===== src/hdl/fir_consts.svh =====
//**************************************************************************
// FIR filter constants
// widths, tap counts, pipeline latency and the coefficient table
//**************************************************************************

`ifndef FIR_CONSTS_SVH
`define FIR_CONSTS_SVH

// sample, sum and product width
`define FIR_DATA_W 18

// taps of the symmetric filter and its unique half, centre tap included
`define FIR_NUM_TAPS 33
`define FIR_NUM_UNIQ ((`FIR_NUM_TAPS + 1) / 2)

// registered levels of the adder tree
`define FIR_TREE_LEVELS $clog2(`FIR_NUM_UNIQ)

// tap reg + pre-add reg + multiply reg + tree levels
`define FIR_LATENCY (3 + `FIR_TREE_LEVELS)

// unique coefficients, index 0 first (outer taps)
`define FIR_COEFF_TABLE '{ \
	18'sd88,   18'sd0,    -18'sd97,  -18'sd197, \
	-18'sd294, -18'sd380, -18'sd447, -18'sd490, \
	-18'sd504, -18'sd481, -18'sd420, -18'sd319, \
	-18'sd178, 18'sd0,    18'sd212,  18'sd451,  \
	18'sd710 \
}

`endif


===== src/hdl/fir_pkg.sv =====
//**************************************************************************
// FIR filter package
// sample type and the tap / unique-term vector types
//**************************************************************************

`include "fir_consts.svh"

package fir_pkg;

	// one sample, sum or product; arithmetic wraps modulo 2^18
	typedef logic [`FIR_DATA_W-1:0] sample_t;

	// whole delay line, element 0 is the newest sample
	typedef sample_t [`FIR_NUM_TAPS-1:0] tap_vec_t;

	// folded pairs and their products, element 16 is the centre tap
	typedef sample_t [`FIR_NUM_UNIQ-1:0] uniq_vec_t;

endpackage


===== src/hdl/tap_delay_line.sv =====
//**************************************************************************
// tap delay line
// shift register of the last 33 input samples, cleared by reset
//**************************************************************************

`timescale 1ns/1ps

`include "fir_consts.svh"

module tap_delay_line
	import fir_pkg::*;
(
	input  logic     clk,
	input  logic     reset,
	input  logic     i_clk_ena,
	input  sample_t  i_in,
	output tap_vec_t o_taps
);

	// tap 0 takes the new sample, tap 32 holds the oldest
	always_ff @(posedge clk or posedge reset) begin
		if (reset) begin
			o_taps <= '0;
		end else if (i_clk_ena) begin
			o_taps <= {o_taps[`FIR_NUM_TAPS-2:0], i_in};
		end
	end

	//**********************************************************************
	// checks
	//**********************************************************************

	// an unknown enable would corrupt every stage of the pipeline at once
	a_clk_ena_known : assert property (
		@(posedge clk) disable iff (reset)
		!$isunknown(i_clk_ena)
	) else $error("tap_delay_line: i_clk_ena is unknown");

endmodule


===== src/hdl/symmetric_preadder.sv =====
//**************************************************************************
// symmetric pre-adder
// folds mirrored taps into 16 registered sums plus the centre tap
//**************************************************************************

`timescale 1ns/1ps

`include "fir_consts.svh"

module symmetric_preadder
	import fir_pkg::*;
(
	input  logic      clk,
	input  logic      i_clk_ena,
	input  tap_vec_t  i_taps,
	output uniq_vec_t o_folded
);

	localparam int CENTRE = `FIR_NUM_UNIQ - 1;

	// tap k and tap 32-k share a coefficient, so add them first
	always_ff @(posedge clk) begin
		if (i_clk_ena) begin
			for (int k = 0; k < CENTRE; k++) begin
				o_folded[k] <= i_taps[k] + i_taps[`FIR_NUM_TAPS-1-k];
			end
			// centre tap has no partner
			o_folded[CENTRE] <= i_taps[CENTRE];
		end
	end

endmodule


===== src/hdl/coeff_multiplier.sv =====
//**************************************************************************
// coefficient multiplier
// registered products of the folded sums with the fixed coefficients
//**************************************************************************

`timescale 1ns/1ps

`include "fir_consts.svh"

module coeff_multiplier
	import fir_pkg::*;
(
	input  logic      clk,
	input  logic      i_clk_ena,
	input  uniq_vec_t i_folded,
	output uniq_vec_t o_products
);

	// index 0 pairs with the outermost taps, index 16 with the centre
	localparam sample_t COEFF [`FIR_NUM_UNIQ] = `FIR_COEFF_TABLE;

	// low 18 bits of the product are the same for signed and unsigned
	// operands, so a plain multiply keeps two's complement wraparound
	always_ff @(posedge clk) begin
		if (i_clk_ena) begin
			for (int k = 0; k < `FIR_NUM_UNIQ; k++) begin
				o_products[k] <= i_folded[k] * COEFF[k];
			end
		end
	end

endmodule


===== src/hdl/adder_tree.sv =====
//**************************************************************************
// registered adder tree
// sums pairs level by level; an odd leftover term rides a bye register
//**************************************************************************

`timescale 1ns/1ps

`include "fir_consts.svh"

module adder_tree
	import fir_pkg::*;
#(
	// terms summed from the low end of i_terms, at most FIR_NUM_UNIQ
	parameter int NUM_INPUTS = `FIR_NUM_UNIQ
) (
	input  logic      clk,
	input  logic      i_clk_ena,
	input  uniq_vec_t i_terms,
	output sample_t   o_sum
);

	// one register level per halving
	localparam int LEVELS = $clog2(NUM_INPUTS);

	// terms present after a given number of levels
	function automatic int terms_at(input int level);
		int n;
		n = NUM_INPUTS;
		for (int i = 0; i < level; i++) begin
			n = (n + 1) / 2;
		end
		return n;
	endfunction

	//**********************************************************************
	// levels
	//**********************************************************************

	// 17 -> 9 -> 5 -> 3 -> 2 -> 1 for the default count
	for (genvar l = 0; l <= LEVELS; l++) begin : g_level
		localparam int N_OUT = terms_at(l);

		sample_t [N_OUT-1:0] q;

		if (l == 0) begin : g_inputs
			assign q = i_terms[N_OUT-1:0];
		end else begin : g_stage
			localparam int N_IN = terms_at(l - 1);

			always_ff @(posedge clk) begin
				if (i_clk_ena) begin
					for (int t = 0; t < N_IN / 2; t++) begin
						q[t] <= g_level[l-1].q[2*t] + g_level[l-1].q[2*t+1];
					end
					// bye for the odd term out
					if (N_IN % 2 == 1) begin
						q[N_OUT-1] <= g_level[l-1].q[N_IN-1];
					end
				end
			end
		end
	end

	assign o_sum = g_level[LEVELS].q[0];

endmodule


===== src/hdl/valid_delay.sv =====
//**************************************************************************
// valid delay
// carries i_valid through as many enabled stages as the data path
//**************************************************************************

`timescale 1ns/1ps

`include "fir_consts.svh"

module valid_delay (
	input  logic clk,
	input  logic reset,
	input  logic i_clk_ena,
	input  logic i_valid,
	output logic o_valid
);

	localparam int DEPTH = `FIR_LATENCY;

	logic [DEPTH-1:0] valid_pipe;

	// moves only with the data, so stalls keep the two aligned
	always_ff @(posedge clk or posedge reset) begin
		if (reset) begin
			valid_pipe <= '0;
		end else if (i_clk_ena) begin
			valid_pipe <= {valid_pipe[DEPTH-2:0], i_valid};
		end
	end

	assign o_valid = valid_pipe[DEPTH-1];

	// no output may be flagged while the pipeline is held in reset
	a_no_valid_in_reset : assert property (
		@(posedge clk) reset |-> !o_valid
	) else $error("valid_delay: o_valid high during reset");

endmodule


===== src/hdl/fir_top.sv =====
//**************************************************************************
// 33-tap symmetric FIR filter
// delay line, folding pre-adder, multipliers and adder tree, with the
// valid flag delayed alongside; i_clk_ena freezes the whole pipeline
//**************************************************************************

`timescale 1ns/1ps

module fir_top
	import fir_pkg::*;
(
	input  logic    clk,
	input  logic    reset,
	input  logic    i_clk_ena,
	input  logic    i_valid,
	input  sample_t i_in,
	output logic    o_valid,
	output sample_t o_out
);

	tap_vec_t  taps;
	uniq_vec_t folded;
	uniq_vec_t products;

	//**********************************************************************
	// data path
	//**********************************************************************

	// sample enters on every enabled edge, valid or not
	tap_delay_line u_taps (
		.clk       (clk),
		.reset     (reset),
		.i_clk_ena (i_clk_ena),
		.i_in      (i_in),
		.o_taps    (taps)
	);

	symmetric_preadder u_preadd (
		.clk       (clk),
		.i_clk_ena (i_clk_ena),
		.i_taps    (taps),
		.o_folded  (folded)
	);

	coeff_multiplier u_mult (
		.clk        (clk),
		.i_clk_ena  (i_clk_ena),
		.i_folded   (folded),
		.o_products (products)
	);

	// 17 terms in, 5 registered levels
	adder_tree u_tree (
		.clk       (clk),
		.i_clk_ena (i_clk_ena),
		.i_terms   (products),
		.o_sum     (o_out)
	);

	//**********************************************************************
	// valid alignment
	//**********************************************************************

	valid_delay u_valid (
		.clk       (clk),
		.reset     (reset),
		.i_clk_ena (i_clk_ena),
		.i_valid   (i_valid),
		.o_valid   (o_valid)
	);

endmodule


===== config.mk =====
export PLATFORM = sky130hd
export DESIGN_NAME = fir_top
export DESIGN_NICKNAME = d
export VERILOG_FILES = /design/src/hdl/fir_pkg.sv /design/src/hdl/tap_delay_line.sv /design/src/hdl/symmetric_preadder.sv /design/src/hdl/coeff_multiplier.sv /design/src/hdl/adder_tree.sv /design/src/hdl/valid_delay.sv /design/src/hdl/fir_top.sv
export VERILOG_INCLUDE_DIRS = /design/src /design/src/hdl
export SDC_FILE = /design/constraint.sdc
export NUM_CORES = 2
export LEC_CHECK = 0
export ABC_AREA = 1
export BUFFER_PORTS_ARGS = -buffer_cell sky130_fd_sc_hd__buf_2
export CAP_MARGIN = 0
export CORE_ASPECT_RATIO = 0.9
export CORE_MARGIN = 2
export CORE_UTILIZATION = 50
export DETAILED_ROUTE_END_ITERATION = 10
export HOLD_SLACK_MARGIN = 0.03
export MAX_ROUTING_LAYER = met4
export PLACE_DENSITY = 0.67
export SETUP_SLACK_MARGIN = 0.4
export SYNTH_ARGS = -nofsm -noshare
export SYNTH_HDL_FRONTEND = slang
export SYNTH_SLANG_ARGS = --single-unit

===== constraint.sdc =====
create_clock -name clk -period 24.6 [get_ports clk]
set_input_delay 2.46 -clock clk [delete_from_list [all_inputs] [get_ports clk]]
set_output_delay 2.46 -clock clk [all_outputs]
set_load 0.01 [all_outputs]

==> flow_summary.json <==
{
  "min_path_cells": 0,
  "drc": 0,
  "max_cap_violations": 0,
  "slew_headroom": 0.157,
  "synth_cells": 10200,
  "cp_data_required_time_ps": 25250,
  "tightestPinTransition_ps": 1260,
  "critical_path.most_common_cell": "buf_4",
  "synthArstFlopShare": 0.410,
  "ant_nets": 0,
  "status": "completed",
  "antenna_found_initial": 8,
  "ios": 41,
  "die_h_um": 428,
  "synth_cell_types": 46,
  "utilization": 0.548,
  "ys_seq_area_frac": 0.408,
  "layout.cells.most_common": "inv_1",
  "syn_to_final_growth_pct": 8.77,
  "rsz0062_at_grt": "false",
  "grt_pass1_vias": 66200,
  "crit_chain": "buf_12, buf_4, buf_4, buf_4, buf_4, buf_4, o21ai_0",
  "netlist_area_um2": 99900,
  "crit_arrival_ps": 7630,
  "critPathMaxStageDelay_ps": 860,
  "nets": 12000,
  "firstDrtPassIters": 7,
  "cts-root-buf": "clkbuf_16",
  "grt_pass1_wl_um": 367000,
  "synth_top_area_frac": 0.258,
  "track_usage": 0.234,
  "wl_per_cell_um": 17.5,
  "worst_hold_startpoint": "u_tree.g_level[1].q[54]$_DFFE_PP_",
  "syn-num-nets": 11900,
  "startpoint_type": "input pin",
  "end_kind": "register",
  "cts_buffers": 160,
  "layout_min_cycle_time_ps": 6990,
  "clock.fmax_ghz": 0.143,
  "ctsHoldBuffers": 0,
  "gp_congestion": 0.938,
  "cp_top_family": "buffers and inverters",
  "coreArea_um2": 198000,
  "clkTransAtPathRegs_ps": 60,
  "worst_path_max_delay_cell": "buf_4",
  "path_max_fanout": 268,
  "hold_slack_ps": 403,
  "final_cell_mix": "1910 x inv_1, 1457 x nand2_1, 1205 x ha_1",
  "design.die.area_um2": 203000,
  "syn_area_per_cell_um2": 9.84,
  "synth_area_leaders": "edfxtp_1 26%, ha_1 15%, dfrtp_1 15%, fa_1 10%, inv_1 7.2%",
  "hold_end": "u_tree.g_level[2].q[18]$_DFFE_PP_",
  "r2r_setup_slack_ps": 19230,
  "reg2reg_to": "u_mult.o_products[89]$_DFFE_PP_",
  "r2r-start": "u_preadd.o_folded[75]$_DFFE_PP_",
  "ctsResizeCount": 0,
  "drt-total-wl_um": 228000,
  "cts_tree": "built",
  "antenna-diode-count": 0,
  "synth_warnings": 0,
  "fp.dieW_um": 475,
  "cts.sink_count": 1455,
  "finalSetupViolations": 0,
  "synth_seq_cells": 1455,
  "drv_slew": 0,
  "hold_viol_final": 0,
  "drive_gt1_frac": 0.0407,
  "synth_ff_type": "edfxtp_1",
  "vias": 67800,
  "yosys.area.top_type": "edfxtp_1",
  "vias_per_cell": 5.19,
  "post-route-period-util": 0.284,
  "cp_num_buf_inv": 6,
  "clock_skew_ps": 65.1,
  "drt-initial-drc-count": 5946,
  "grt_max_degree": 269,
  "grt_remaining_overflow": 0,
  "initial_core_util": 0.503,
  "clock_tree.buffer_depth": 3,
  "num_rows": 155,
  "dp_hpwl_um": 183000,
  "post-cts-setup-buffers": 0,
  "h-tree-depth": 4,
  "port_buffers": 40,
  "worst-setup-path-type": "input pin to register",
  "synth_edf_count": 859,
  "finalSetupTns_ps": 0,
  "hp-class": "register to register",
  "clock_latency_ps": 830,
  "r2r_cells": 17
}
how the worst max path moves through the flow:
stage / from / endpoint / slack, ps / cells after the start
floorplan: reset / u_taps.o_taps[0]$_DFFE_PP0P_ / 5460 / 1
detailed placement: i_clk_ena / u_taps.o_taps[324]$_DFFE_PP0P_ / 16760 / 7
finish: i_clk_ena / u_taps.o_taps[271]$_DFFE_PP0P_ / 17610 / 7
global placement: i_clk_ena / u_mult.o_products[287]$_DFFE_PP_ / 16910 / 6
global route: i_clk_ena / u_taps.o_taps[271]$_DFFE_PP0P_ / 17150 / 7
CTS: i_clk_ena / u_taps.o_taps[271]$_DFFE_PP0P_ / 17660 / 7
state kept, by name, indices dropped and copies added, names as in the netlist:
signal / cells
u_mult.o_products: 254
u_preadd.o_folded: 254
u_taps.o_taps: 588
u_tree.g_level.q: 333
u_tree.o_sum: 18
u_valid.valid_pipe: 8
metal layers:
layer | GRT usage | up-vias | part of all wire
li1 | - | 33500 | -
met1 | 0.374 | 32600 | 0.52
met2 | 0.314 | 1467 | 0.41
met3 | 0.0353 | 215 | 0.059
met4 | 0.0404 | 0 | 0.014
met5 | - | - | 0
final cells by class:
cell class                 count  area, um^2
clock buffer                 198        4340
inverter                    1911        7180
fill                       17300       89800
multi-input combinational   6654       51400
sequential                  1455       40700
timing repair buffer          67         443
clock inverter               101        1210
tap                         2669        3340
cells in the mapped netlist, types with 30 or more instances:
master,number
nand4_1,43
nand3_1,365
dfrtp_1,596
a21o_1,86
o21ai_0,441
xnor2_1,239
ha_1,1205
o21bai_1,30
clkbuf_1,54
nor3_1,60
inv_1,1911
nand2_1,1457
nor2_1,614
a21oi_1,849
xor2_1,467
buf_2,72
fa_1,521
edfxtp_1,859
o31ai_1,50
o21ai_2,53
cells by family (layout without fill, tap and decap cells):
group,count (synthesis),in the layout,synth area share
AO/OA/AOI/OAI,1628,1628,0.0909
XOR/XNOR,707,707,0.0621
adder cells (fa/ha/maj),1726,1726,0.255
buffers and inverters,2043,2277,0.0777
flip-flops,1455,1455,0.408
multiplexers,17,17,0.00192
AND/OR/NAND/NOR,2576,2576,0.104
metrics by stage:
step           std cells  worst slack (ps)  area [um^2]
3_3_place_gp       12800             16910       103000
5_1_grt            13100             17150       109000
4_1_cts            13100             17660       109000
2_1_floorplan      10200              5460        99900
3_5_place_dp       12800             16760       103000
6_report           13100             17610       109000
Power is not shown: default switching activity piles up to over one toggle a cycle in this logic, so the estimate is an artifact.
